$ cat config.mk
export PLATFORM = sky130hd
export DESIGN_NAME = usb_aon_wake_top
export DESIGN_NICKNAME = d
export VERILOG_FILES = /design/src/hw/usb_aon_timing_pkg.sv /design/src/hw/usb_aon_event_pkg.sv /design/src/hw/aon_glitch_filter.sv /design/src/hw/aon_line_monitor.sv /design/src/hw/aon_wake_fsm.sv /design/src/hw/aon_pullup_hold.sv /design/src/hw/usb_aon_wake_top.sv
export SDC_FILE = /design/constraint.sdc
export NUM_CORES = 1
export LEC_CHECK = 0
export ABC_AREA = 1
export BUFFER_PORTS_ARGS = -buffer_cell sky130_fd_sc_hd__buf_2
export CAP_MARGIN = 20
export CORE_UTILIZATION = 38
export CTS_CLUSTER_SIZE = 24
export DETAILED_ROUTE_END_ITERATION = 8
export PLACE_DENSITY = 0.63
export SLEW_MARGIN = 20
export SYNTH_ARGS = -nofsm -noshare
export SYNTH_HDL_FRONTEND = slang
export SYNTH_SLANG_ARGS = --single-unit
$ cat constraint.sdc
create_clock -name clk_aon_i -period 2 [get_ports clk_aon_i]
set_input_delay 0.1 -clock clk_aon_i [delete_from_list [all_inputs] [get_ports clk_aon_i]]
set_output_delay 0.1 -clock clk_aon_i [all_outputs]
set_load 0.1 [all_outputs]
$ cat src/hw/usb_aon_timing_pkg.sv
// Timing constants of the always-on wake detector, imported by the filters and the pull-up hold
`default_nettype none

package usb_aon_timing_pkg;

  // Number of flops in each synchronizer that brings a pin condition or
  // a pull-up enable into the always-on clock domain
  localparam int SyncStages = 2;

  // The always-on clock is slow, so a handful of samples already covers
  // tens of microseconds of line activity
  localparam int ActivityFilterCycles = 4;

  // Bus reset and VBUS loss use a slightly shorter debounce than the
  // generic activity detector
  localparam int EventFilterCycles = 3;

  // Worst case latency from a pin change to a filtered level
  localparam int MaxFilterLatency = SyncStages + ActivityFilterCycles;

endpackage : usb_aon_timing_pkg

`default_nettype wire

$ cat src/hw/usb_aon_event_pkg.sv
// Wake event vector shared by the line monitor, the wake FSM, the top level and the checker
`default_nettype none

package usb_aon_event_pkg;

  // One bit per wake source that the detector watches while suspended
  localparam int NumWakeEvents = 3;

  // Filtered or latched events, one bit per source
  typedef logic [NumWakeEvents-1:0] aon_events_t;

  // The line left its idle level (resume K or SE0 in either orientation)
  localparam int EvNotIdle = 0;

  // Both data lines low, which the host uses for a bus reset
  localparam int EvBusReset = 1;

  // VBUS sense pin dropped, so the cable was pulled
  localparam int EvSenseLost = 2;

  // No events pending
  localparam aon_events_t NoEvents = '0;

endpackage : usb_aon_event_pkg

`default_nettype wire

$ cat src/hw/aon_glitch_filter.sv
// Synchronizes one asynchronous pin condition and passes it on once it has been stable long enough
`default_nettype none

module aon_glitch_filter #(
  parameter int Cycles = usb_aon_timing_pkg::EventFilterCycles
) (
  input  wire logic clk_aon_i,
  input  wire logic rst_aon_ni,
  input  wire logic cond_i,
  output logic      filt_o
);

  import usb_aon_timing_pkg::*;

  // The counter must be able to hold Cycles itself
  localparam int unsigned CntW = $clog2(Cycles + 1);
  // Count of earlier equal samples at which one more equal sample is enough
  localparam logic [CntW-1:0] CntLast = CntW'(Cycles - 1);

  logic [SyncStages-1:0] sync_q;
  logic                  sync_val;
  logic                  stored_q;
  logic [CntW-1:0]       cnt_q;
  logic                  filt_q;

  // Oldest synchronizer stage is the first one that is safe to use
  assign sync_val = sync_q[SyncStages-1];

  always_ff @(posedge clk_aon_i or negedge rst_aon_ni) begin
    if (!rst_aon_ni) begin
      sync_q   <= '0;
      stored_q <= 1'b0;
      cnt_q    <= '0;
      filt_q   <= 1'b0;
    end else begin
      sync_q <= {sync_q[SyncStages-2:0], cond_i};
      if (sync_val != stored_q) begin
        // A new level restarts the run of equal samples
        stored_q <= sync_val;
        cnt_q    <= CntW'(1);
      end else begin
        if (cnt_q < CntW'(Cycles)) begin
          cnt_q <= cnt_q + CntW'(1);
        end
        // This sample completes Cycles equal samples in a row
        if (cnt_q >= CntLast) begin
          filt_q <= sync_val;
        end
      end
    end
  end

  assign filt_o = filt_q;

endmodule : aon_glitch_filter

`default_nettype wire

$ cat src/hw/aon_line_monitor.sv
// Input side of the wake detector that derives raw line conditions and debounces each of them
`default_nettype none

module aon_line_monitor (
  input  wire logic                         clk_aon_i,
  input  wire logic                         rst_aon_ni,
  input  wire logic                         usb_dp_i,
  input  wire logic                         usb_dn_i,
  input  wire logic                         usb_sense_i,
  input  wire logic                         dppullup_en_i,
  input  wire logic                         dnpullup_en_i,
  output usb_aon_event_pkg::aon_events_t    filt_events_o
);

  import usb_aon_timing_pkg::*;
  import usb_aon_event_pkg::*;

  logic not_idle_async;
  logic se0_async;
  logic sense_lost_async;

  // In suspend the device pull-ups set the idle line level
  // Any pin that disagrees with its pull-up means the host is driving the bus
  // Comparing against the pull-ups also handles swapped D+ and D- pins
  assign not_idle_async = (usb_dp_i != dppullup_en_i) | (usb_dn_i != dnpullup_en_i);

  // Single ended zero on both lines
  assign se0_async = ~usb_dp_i & ~usb_dn_i;

  // VBUS sense is active high
  assign sense_lost_async = ~usb_sense_i;

  // The longer activity filter also gives the main block time to react
  aon_glitch_filter #(
    .Cycles (ActivityFilterCycles)
  ) u_filt_not_idle (
    .clk_aon_i  (clk_aon_i),
    .rst_aon_ni (rst_aon_ni),
    .cond_i     (not_idle_async),
    .filt_o     (filt_events_o[EvNotIdle])
  );

  aon_glitch_filter #(
    .Cycles (EventFilterCycles)
  ) u_filt_bus_reset (
    .clk_aon_i  (clk_aon_i),
    .rst_aon_ni (rst_aon_ni),
    .cond_i     (se0_async),
    .filt_o     (filt_events_o[EvBusReset])
  );

  aon_glitch_filter #(
    .Cycles (EventFilterCycles)
  ) u_filt_sense_lost (
    .clk_aon_i  (clk_aon_i),
    .rst_aon_ni (rst_aon_ni),
    .cond_i     (sense_lost_async),
    .filt_o     (filt_events_o[EvSenseLost])
  );

endmodule : aon_line_monitor

`default_nettype wire

$ cat src/hw/aon_wake_fsm.sv
// Wake detector FSM that tracks suspend monitoring and latches wake events into a wake request
`default_nettype none

module aon_wake_fsm (
  input  wire logic                         clk_aon_i,
  input  wire logic                         rst_aon_ni,
  input  wire logic                         suspend_req_aon_i,
  input  wire logic                         wake_ack_aon_i,
  input  usb_aon_event_pkg::aon_events_t    filt_events_i,
  output logic                              active_o,
  output usb_aon_event_pkg::aon_events_t    events_o,
  output logic                              wake_req_aon_o
);

  import usb_aon_event_pkg::*;

  typedef enum logic {
    StIdle,
    StMonitor
  } state_e;

  state_e      state_d, state_q;
  aon_events_t events_d, events_q;
  logic        wake_req_d, wake_req_q;
  logic        active_q;
  logic        active_d;

  assign active_q = (state_q == StMonitor);
  assign active_d = (state_d == StMonitor);

  always_comb begin
    state_d = state_q;
    unique case (state_q)
      // Main USB block owns the bus until it asks for suspend
      StIdle: begin
        if (suspend_req_aon_i) begin
          state_d = StMonitor;
        end
      end
      // Detector owns the pull-ups until software acknowledges the wake
      StMonitor: begin
        if (wake_ack_aon_i) begin
          state_d = StIdle;
        end
      end
    endcase
  end

  // Flags only collect events while monitoring and drop together with active
  assign events_d   = (active_q && active_d) ? (events_q | filt_events_i) : NoEvents;
  assign wake_req_d = |events_d;

  always_ff @(posedge clk_aon_i or negedge rst_aon_ni) begin
    if (!rst_aon_ni) begin
      state_q    <= StIdle;
      events_q   <= NoEvents;
      wake_req_q <= 1'b0;
    end else begin
      state_q    <= state_d;
      events_q   <= events_d;
      wake_req_q <= wake_req_d;
    end
  end

  assign active_o       = active_q;
  assign events_o       = events_q;
  assign wake_req_aon_o = wake_req_q;

endmodule : aon_wake_fsm

`default_nettype wire

$ cat src/hw/aon_pullup_hold.sv
// Output side of the wake detector that keeps the USB pull-ups steady while the main block sleeps
`default_nettype none

module aon_pullup_hold (
  input  wire logic clk_aon_i,
  input  wire logic rst_aon_ni,
  input  wire logic active_i,
  input  wire logic usbdev_dppullup_en_i,
  input  wire logic usbdev_dnpullup_en_i,
  output logic      usb_dppullup_en_o,
  output logic      usb_dnpullup_en_o
);

  import usb_aon_timing_pkg::*;

  // Bit 1 carries D+ and bit 0 carries D-
  logic [SyncStages-1:0][1:0] sync_q;
  logic [1:0]                 pullup_aon;
  logic [1:0]                 held_d, held_q;

  // Oldest stage holds the enables in the always-on domain
  assign pullup_aon = sync_q[SyncStages-1];

  // The held copy tracks the main block until monitoring starts, then freezes
  assign held_d = active_i ? held_q : pullup_aon;

  always_ff @(posedge clk_aon_i or negedge rst_aon_ni) begin
    if (!rst_aon_ni) begin
      sync_q <= '0;
      held_q <= 2'b00;
    end else begin
      sync_q <= {sync_q[SyncStages-2:0], {usbdev_dppullup_en_i, usbdev_dnpullup_en_i}};
      held_q <= held_d;
    end
  end

  // When inactive the main block drives the pins directly with no added delay
  // When active the frozen copy keeps the bus in its suspend state even
  // after the main block loses power
  assign usb_dppullup_en_o = active_i ? held_q[1] : usbdev_dppullup_en_i;
  assign usb_dnpullup_en_o = active_i ? held_q[0] : usbdev_dnpullup_en_i;

endmodule : aon_pullup_hold

`default_nettype wire

$ cat src/hw/usb_aon_wake_top.sv
// Top level of the always-on USB wake detector that joins line monitor, wake FSM and pull-up hold
`default_nettype none

module usb_aon_wake_top (
  input  wire logic clk_aon_i,
  input  wire logic rst_aon_ni,
  input  wire logic usb_dp_i,
  input  wire logic usb_dn_i,
  input  wire logic usb_sense_i,
  input  wire logic usbdev_dppullup_en_i,
  input  wire logic usbdev_dnpullup_en_i,
  input  wire logic suspend_req_aon_i,
  input  wire logic wake_ack_aon_i,
  output logic      usb_dppullup_en_o,
  output logic      usb_dnpullup_en_o,
  output logic      wake_req_aon_o,
  output logic      bus_not_idle_aon_o,
  output logic      bus_reset_aon_o,
  output logic      sense_lost_aon_o,
  output logic      wake_detect_active_aon_o
);

  import usb_aon_event_pkg::*;

  aon_events_t filt_events;
  aon_events_t events;
  logic        active;

  // The pull-up outputs double as the expected idle level of the line
  aon_line_monitor u_line_monitor (
    .clk_aon_i     (clk_aon_i),
    .rst_aon_ni    (rst_aon_ni),
    .usb_dp_i      (usb_dp_i),
    .usb_dn_i      (usb_dn_i),
    .usb_sense_i   (usb_sense_i),
    .dppullup_en_i (usb_dppullup_en_o),
    .dnpullup_en_i (usb_dnpullup_en_o),
    .filt_events_o (filt_events)
  );

  aon_wake_fsm u_wake_fsm (
    .clk_aon_i         (clk_aon_i),
    .rst_aon_ni        (rst_aon_ni),
    .suspend_req_aon_i (suspend_req_aon_i),
    .wake_ack_aon_i    (wake_ack_aon_i),
    .filt_events_i     (filt_events),
    .active_o          (active),
    .events_o          (events),
    .wake_req_aon_o    (wake_req_aon_o)
  );

  aon_pullup_hold u_pullup_hold (
    .clk_aon_i            (clk_aon_i),
    .rst_aon_ni           (rst_aon_ni),
    .active_i             (active),
    .usbdev_dppullup_en_i (usbdev_dppullup_en_i),
    .usbdev_dnpullup_en_i (usbdev_dnpullup_en_i),
    .usb_dppullup_en_o    (usb_dppullup_en_o),
    .usb_dnpullup_en_o    (usb_dnpullup_en_o)
  );

  // Software reads each wake cause as its own flag
  assign bus_not_idle_aon_o       = events[EvNotIdle];
  assign bus_reset_aon_o          = events[EvBusReset];
  assign sense_lost_aon_o         = events[EvSenseLost];
  assign wake_detect_active_aon_o = active;

endmodule : usb_aon_wake_top

`default_nettype wire

==> summary.txt, run 1 <==
Run status
  – Outcome: completed

Yosys
  – Synth unique cells: 16
  – Seq/Total Area, Yosys: between 60% and 70%
  – Register bit total from synthesis: 30
  – Simple-gate area share of the yosys netlist: 19.2%
  – Post-Syn Area: around 0.0012 mm2
  – Post-synthesis xor/xnor area fraction: ~2.2%
  – Mux cell area share after synthesis: 0%
  – Synth Area in Compound Gates: under 10%
  – Syn_area_per_cell: between 9 and 10 um2
  – Combinational family with the most area after synthesis: simple AND/OR/NAND/NOR gates
  – Fraction of the mapped netlist area in adder cells: under 10%
  – Post-Synthesis Cells: 120
  – Yosys warns: 0
  – Syn_nets: approximately 140

Timing
  – Worst Skew: between 0.005 and 0.006 ns
  – Setup WS post-layout: between 0.4 and 0.5 ns
  – Final setup viols: 0
  – Least-Margin Pin Slew: 0.649 ns
  – Final TNS setup: 0 ns
  – Final Slew Violations: 0
  – Minimum hold slack: about 0.14 ns
  – Fin crit share: about three quarters
  – Minimum clock period: between 1.5 and 2 ns
  – RSZ-0062 raised after global routing: false
  – Slew headroom: a little under three fifths
  – Highest clock rate: between 600 and 700 MHz
  – Final Hold Fails: 0

Clocking
  – CTS tree: built
  – # clock sinks: 30
  – CTS Buffer Depth: 2
  – H-tree levels: 2
  – Total CTS buffers: 5
  – Clk root buf: clkbuf_4
  – Clock-pin slew on the worst setup and hold paths: roughly 0.090 ns
  – Clk Latency, worst-skew pair: between 0.3 and 0.4 ns

Drt
  – Detail Route Antenna Nets: 0
  – DRC Markers: 0
  – Initial DRC Count: 14
  – Vias: 820
  – Total wire length: 1.78 mm
  – First drt pass iteration count: 3
  – Routed wire per std cell: between 9 and 10 um
  – DR vias/cell: ~4.3

Power
  – Power share of the sequential group: 44.5%
  – Combinational power share: 32.5%
  – LEAKAGE: slightly above 0.8 nW
  – Int Pwr: 1.17 mW
  – Switching Power: 0.712 mW
  – VDD IR-drop max: 0.589 mV
  – Clk pwr share: 23.0%
  – Cell area power density: 1280 mW/mm2
  – Switch share: approximately 38%

Placed design
  – Final HPWL DP: about 1.2 mm
  – Placer Congestion: 0.673
  – Placed instance area: around 0.0013 mm2
  – PortBufs: 15
  – Placement Setup Slack: a little over 0.8 ns

Floorplan
  – Die W: between 50 and 60 um
  – Row count: 20
  – Initial core utilization: 39.5%
  – Chip height: around 58 um
  – Core box area: approximately 0.0030 mm2
  – IO Pins: 16
  – DIE AREA: roughly 0.0034 mm2

Cells and area
  – Fraction of layout cells with a size suffix above 1: 20.9%
  – FF/Latch Area: about 750 um2
  – Ant diodes: 0
  – Fillers: between 200 and 300
  – Cell area after layout: approximately 0.0015 mm2
  – Nets: 162
  – Synth-to-Final Area Change: 23.4%
  – Area of the multi-input gates: 382 um2

Setup path
  – CP most frequent cell: nand2_2
  – CP bufs+invs: 2
  – Slowest-stage cell, CP: dfrtp_1
  – Crit path cell chain: inv_2, nand2_2, nand2_2, buf_2
  – Crit-path max cell delay: 0.42 ns
  – Worst reg-to-reg setup slack: 0.67 ns
  – Maximum fanout along the worst path: 7
  – Worst r2r src: u_wake_fsm.active_o
  – CP Capture Type: output pin
  – Critical path depth: 4
  – Crit path max-delay family: buffers and inverters
  – Crit path kind: flip-flop to output pin
  – Arrival time worst endpoint: 1.43 ns
  – Reg2reg end: u_wake_fsm.active_o
  – WP data required: around 1.9 ns
  – R2r worst-path depth: 3
  – Startpoint Class: flip-flop

GRT
  – Largest net degree at the start of global routing: 31
  – Initial antenna violation count: 0
  – First-pass GRT wire length: 3.37 mm
  – Number of global-route vias before repair: around 870
  – GRT Util Overall: 13.9%
  – GR Overflow Total: 0

Hold path
  – Worst Hold Launch: usb_dp_i
  – Hold path endpoint: u_line_monitor.u_filt_not_idle.sync_q[0]
  – Worst Hold Depth: 5
  – Worst hold path type: input pin to flip-flop

Job
  – Max_cap viols: 0
## cells by family after synthesis
| kind of cell | after synthesis |
|---|---|
| compound gates | 9 |
| buf+inv | 18 |
| simple gates | 54 |
| xor+xnor | 3 |
| flops | 30 |
| fa+ha+maj | 6 |
## cell type report
type / instances / area share, %
Tap cell: 44 / 3.73
Clock buffer: 8 / 5.33
Sequential cell: 30 / 50.8
Multi-Input combinational cell: 72 / 25.8
Inverter: 15 / 3.81
Timing Repair Buffer: 23 / 10.5
## power groups by stage
stage | Sequential, mW | Clock [mW] | Combinational, mW
2_1_floorplan | 0.973 | 0 | 0.362
3_3_place_gp | 0.845 | 0 | 0.583
3_5_place_dp | 0.853 | 0 | 0.601
4_1_cts | 0.840 | 0.454 | 0.619
5_1_grt | 0.862 | 0.477 | 0.698
6_report | 0.839 | 0.434 | 0.612
## per-layer routing
layer | global-route usage [%] | wire, um | share of wire [%] | up-vias
li1 | - | - | - | 418
met1 | 14.1 | 769 | 43 | 374
met2 | 23.2 | 866 | 49 | 21
met3 | 5.13 | 86 | 4.8 | 7
met4 | 10.2 | 57 | 3.2 | 0
met5 | 0 | 0 | 0 | -
## tightest hold or removal path: stages
cell     delay (ns)
buf_2          0.10
nand3_1        0.07
nand2_1        0.07
inv_1          0.03
nand2_1        0.05
## layout by cell type, fill, tap and decap left out
cell           count
buf_2             15
nand3b_1           1
ha_1               6
dfrtp_1           30
xor2_1             3
or2_2              2
nor2_1             4
nor2_2             1
nand2_2            4
or2_0              2
inv_1             14
o21ai_0            8
a22oi_1            1
nand2_1           37
clkbuf_4           5
clkbuf_8           3
dlygate4sd3_1      8
nand3_1            3
inv_2              1
## worst max-delay path by stage
stage | start | endpoint
after floorplan | u_wake_fsm.active_o | u_line_monitor.u_filt_not_idle.sync_q[0]
final | u_wake_fsm.active_o | usb_dppullup_en_o
after global routing | u_wake_fsm.active_o | usb_dppullup_en_o
after global placement | u_line_monitor.u_filt_not_idle.cnt_q[0] | u_line_monitor.u_filt_not_idle.filt_o
after CTS | u_wake_fsm.active_o | usb_dnpullup_en_o
after detailed placement | u_wake_fsm.active_o | usb_dnpullup_en_o
## through the flow
step / util, % / instances / power, mW
2_1_floorplan: - / 120 / 1.34
6_report: 48.8 / 192 / 1.88
3_5_place_dp: 43.6 / 176 / 1.45
4_1_cts: 48.8 / 192 / 1.91
3_3_place_gp: 43.6 / 176 / 1.43
5_1_grt: 48.8 / 192 / 2.04
## synthesized netlist by cell type (all sizes together)
library cell  instances  area share, %
o21ai                 8            3.3
dfrtp                30             63
clkbuf                3           0.94
xor2                  3            2.2
nor2                  5            1.8
or2                   4            2.1
nand3b                1           0.63
inv                  15            4.7
ha                    6            6.3
a22oi                 1           0.63
nand3                 3            1.3
nand2                41             13
## timing repair
action / in CTS / in global routing
gates resized for setup: 0 / 0
buffers inserted: 0 / 0
setup endpoints to repair: 0 / 0
hold buffers: 8 / 0
endpoints found under the hold margin: 35 / 0
Power figures use the tool's default switching activity.
==> run 2, diff against run 1 <==
==> constraint.sdc (replaced) <==
create_clock -name clk_aon_i -period 1.6 [get_ports clk_aon_i]
set_input_delay 0.08 -clock clk_aon_i [delete_from_list [all_inputs] [get_ports clk_aon_i]]
set_output_delay 0.08 -clock clk_aon_i [all_outputs]
set_load 0.1 [all_outputs]
==> summary.txt, run 2 (same netlist as run 1, synthesis figures left out) <==
Power
  – Cell area power density: 1560 mW/mm2 (was 1280 mW/mm2)
  – Switching Power: 0.900 mW (was 0.712 mW)
  – Combinational power share: 34.6% (was 32.5%)
  – Switch share: 39.4% (was 37.8%)
  – LEAKAGE: 0.815 nW (was 0.828 nW)
  – Overall power: 2.29 mW (was 1.88 mW)
  – Clk pwr share: 19.3% (was 23.0%)
  – VDD IR-drop max: 0.768 mV (was 0.589 mV)
  – Power share of the sequential group: 46.1% (was 44.5%)
  – Int Pwr: 1.39 mW (was 1.17 mW)

Floorplan
  – IO Pins: 16 (unchanged)
  – DIE AREA: 0.00338 mm2 (unchanged)
  – Core box area: 0.00303 mm2 (unchanged)
  – Row count: 20 (unchanged)
  – Chip height: 58.1 um (unchanged)
  – Initial core utilization: 39.5% (unchanged)
  – Die W: 58.1 um (unchanged)

Placed design
  – PortBufs: 15 (unchanged)
  – Placed instance area: 0.00132 mm2 (about the same)
  – Final HPWL DP: 1.38 mm (was 1.25 mm)
  – Placer Congestion: 0.693 (was 0.673)

Cells and area
  – Fraction of layout cells with a size suffix above 1: 20.4% (was 20.9%)
  – Cell area after layout: 0.00146 mm2 (was 0.00148 mm2)
  – Commonest non-fill, non-tap cell in the layout: nand2_1 (unchanged)
  – Ant diodes: 0 (unchanged)
  – Leading cell types in the layout, fill and taps excluded: nand2_1 (37), dfrtp_1 (29), inv_1 (14) (was nand2_1 (37), dfrtp_1 (30), buf_2 (15))
  – Synth-to-Final Area Change: 22.2% (was 23.4%)
  – Nets: 162 (unchanged)

Setup path
  – Startpoint Class: flip-flop (unchanged)
  – R2r worst-path depth: 3 (unchanged)
  – CP most frequent cell: nand2_2 (unchanged)
  – WP data required: 1.52 ns (was 1.90 ns)
  – Reg2reg end: u_wake_fsm.active_o (unchanged)
  – Slowest-stage cell, CP: dfrtp_4 (was dfrtp_1)
  – Worst r2r src: u_wake_fsm.active_o (unchanged)
  – CP Capture Type: output pin (unchanged)
  – Arrival time worst endpoint: 1.40 ns (was 1.43 ns)
  – Maximum fanout along the worst path: 7 (unchanged)
  – Crit-path max cell delay: 0.50 ns (was 0.42 ns)
  – Worst reg-to-reg setup slack: 0.21 ns (was 0.67 ns)
  – Crit path cell chain: inv_2, nand2_2, nand2_2, buf_4 (was inv_2, nand2_2, nand2_2, buf_2)
  – Crit path kind: flip-flop to output pin (unchanged)

GRT
  – Initial antenna violation count: 0 (unchanged)
  – Largest net degree at the start of global routing: 31 (unchanged)
  – GR Overflow Total: 0 (unchanged)
  – First-pass GRT wire length: 3.37 mm (about the same)
  – Number of global-route vias before repair: 839 (was 865)
  – GRT Util Overall: 14.0% (was 13.9%)

Drt
  – Initial DRC Count: 4 (was 14)
  – Metal3 WL: 105 um (was 86 um)
  – Total wire length: 1.88 mm (was 1.78 mm)
  – DRC Markers: 0 (unchanged)
  – DRT met1 WL: 854 um (was 769 um)
  – First drt pass iteration count: 4 (was 3)
  – Routed wire per std cell: 9.86 um (was 9.26 um)
  – Vias: 814 (was 820)
  – Max Used Layer: met4 (unchanged)
  – Detail Route Antenna Nets: 0 (unchanged)
  – DR vias/cell: 4.26 (was 4.27)
  – Met2 WL: 872 um (was 866 um)

Clocking
  – Total CTS buffers: 5 (unchanged)
  – Clock-pin slew on the worst setup and hold paths: 0.08 ns (was 0.09 ns)
  – Clk Latency, worst-skew pair: 0.32 ns (about the same)
  – CTS Buffer Depth: 2 (unchanged)
  – H-tree levels: 2 (unchanged)
  – CTS tree: built (unchanged)
  – # clock sinks: 30 (unchanged)
  – Clk root buf: clkbuf_4 (unchanged)

Hold path
  – Hold path endpoint: u_wake_fsm.events_o[0] (was u_line_monitor.u_filt_not_idle.sync_q[0])
  – Worst Hold Depth: 4 (was 5)
  – Worst hold path type: input pin to flip-flop (unchanged)
  – Worst Hold Launch: wake_ack_aon_i (was usb_dp_i)

Timing
  – Final Slew Violations: 0 (unchanged)
  – RSZ-0062 raised after global routing: false (unchanged)
  – Fin crit share: just over 90%
  – Worst Skew: 0.00612 ns (was 0.00588 ns)
  – Highest clock rate: slightly below 700 MHz
  – Slew headroom: 57.8% (was 56.7%)
  – Least-Margin Pin Slew: 0.633 ns (was 0.649 ns)
  – Final TNS setup: 0 ns (unchanged)
  – Final setup viols: 0 (unchanged)
  – Final Hold Fails: 0 (unchanged)
  – Minimum clock period: around 1.5 ns

Run status
  – Outcome: completed (unchanged)

Job
  – Max_cap viols: 0 (unchanged)
## run 2: cell count changes in the layout (fill, tap and decap cells not counted)
cell and change:
buf_2 -2, clkbuf_1 +1, dfrtp_4 +1, clkbuf_8 -2, dfrtp_1 -1, buf_4 +2
## run 2: final cells by class
cell class | instances | area, um2
Fill cell | 291 | 1570
Sequential cell | 30 | 754
Multi-Input combinational cell | 72 | 382
Timing Repair Buffer | 23 | 160
Inverter | 15 | 56.3
Clock buffer | 7 | 55.1
Tap cell | 44 | 55.1
## run 2: how the worst max path moves through the flow
stage	from	endpoint	cells after the start
after global placement	u_wake_fsm.active_o	usb_dnpullup_en_o	4
after CTS	u_wake_fsm.active_o	usb_dnpullup_en_o	4
after global routing	u_wake_fsm.active_o	usb_dnpullup_en_o	4
after floorplan	u_wake_fsm.active_o	u_line_monitor.u_filt_not_idle.sync_q[0]	6
after detailed placement	u_wake_fsm.active_o	usb_dnpullup_en_o	4
final	u_wake_fsm.active_o	usb_dnpullup_en_o	4
## run 2: layer usage
metal	track usage, %	vias to the layer above
met4	7.14	0
met3	6.03	6
met2	22.3	20
li1	-	416
met1	15.9	372
met5	0	-
## run 2: stage by stage
| step | hold slack (ns) | std cells | worst slack (ns) | util, % |
|---|---|---|---|---|
| after floorplan | -0.216 | 120 | 0.0472 | - |
| after global placement | 0.136 | 176 | 0.384 | 43.7 |
| after detailed placement | 0.146 | 176 | 0.336 | 43.7 |
| after CTS | 0.0652 | 191 | 0.0922 | 48.3 |
| after global routing | 0.112 | 191 | 0.0430 | 48.3 |
| final | 0.0941 | 191 | 0.125 | 48.3 |
## run 2: critical path, delay by kind of cell, from the launching register on
kind,cells,cell delay (ns)
buf+inv,2,0.42
flops,1,0.50
simple gates,2,0.15
## run 2: power groups by stage
stage / clock, mW / combinational (mW) / sequential [mW]
finish: 0.442 / 0.792 / 1.05
global route: 0.492 / 0.901 / 1.08
CTS: 0.464 / 0.805 / 1.06
detailed placement: 0 / 0.775 / 1.07
global placement: 0 / 0.729 / 1.06
floorplan: 0 / 0.452 / 1.22
## run 2: what timing repair did
action                                  CTS  global route
endpoints found under the setup margin    2             0
endpoints found under the hold margin    35             0
setup buffers                             0             0
hold buffers                              8             0
resized for setup                         2             0
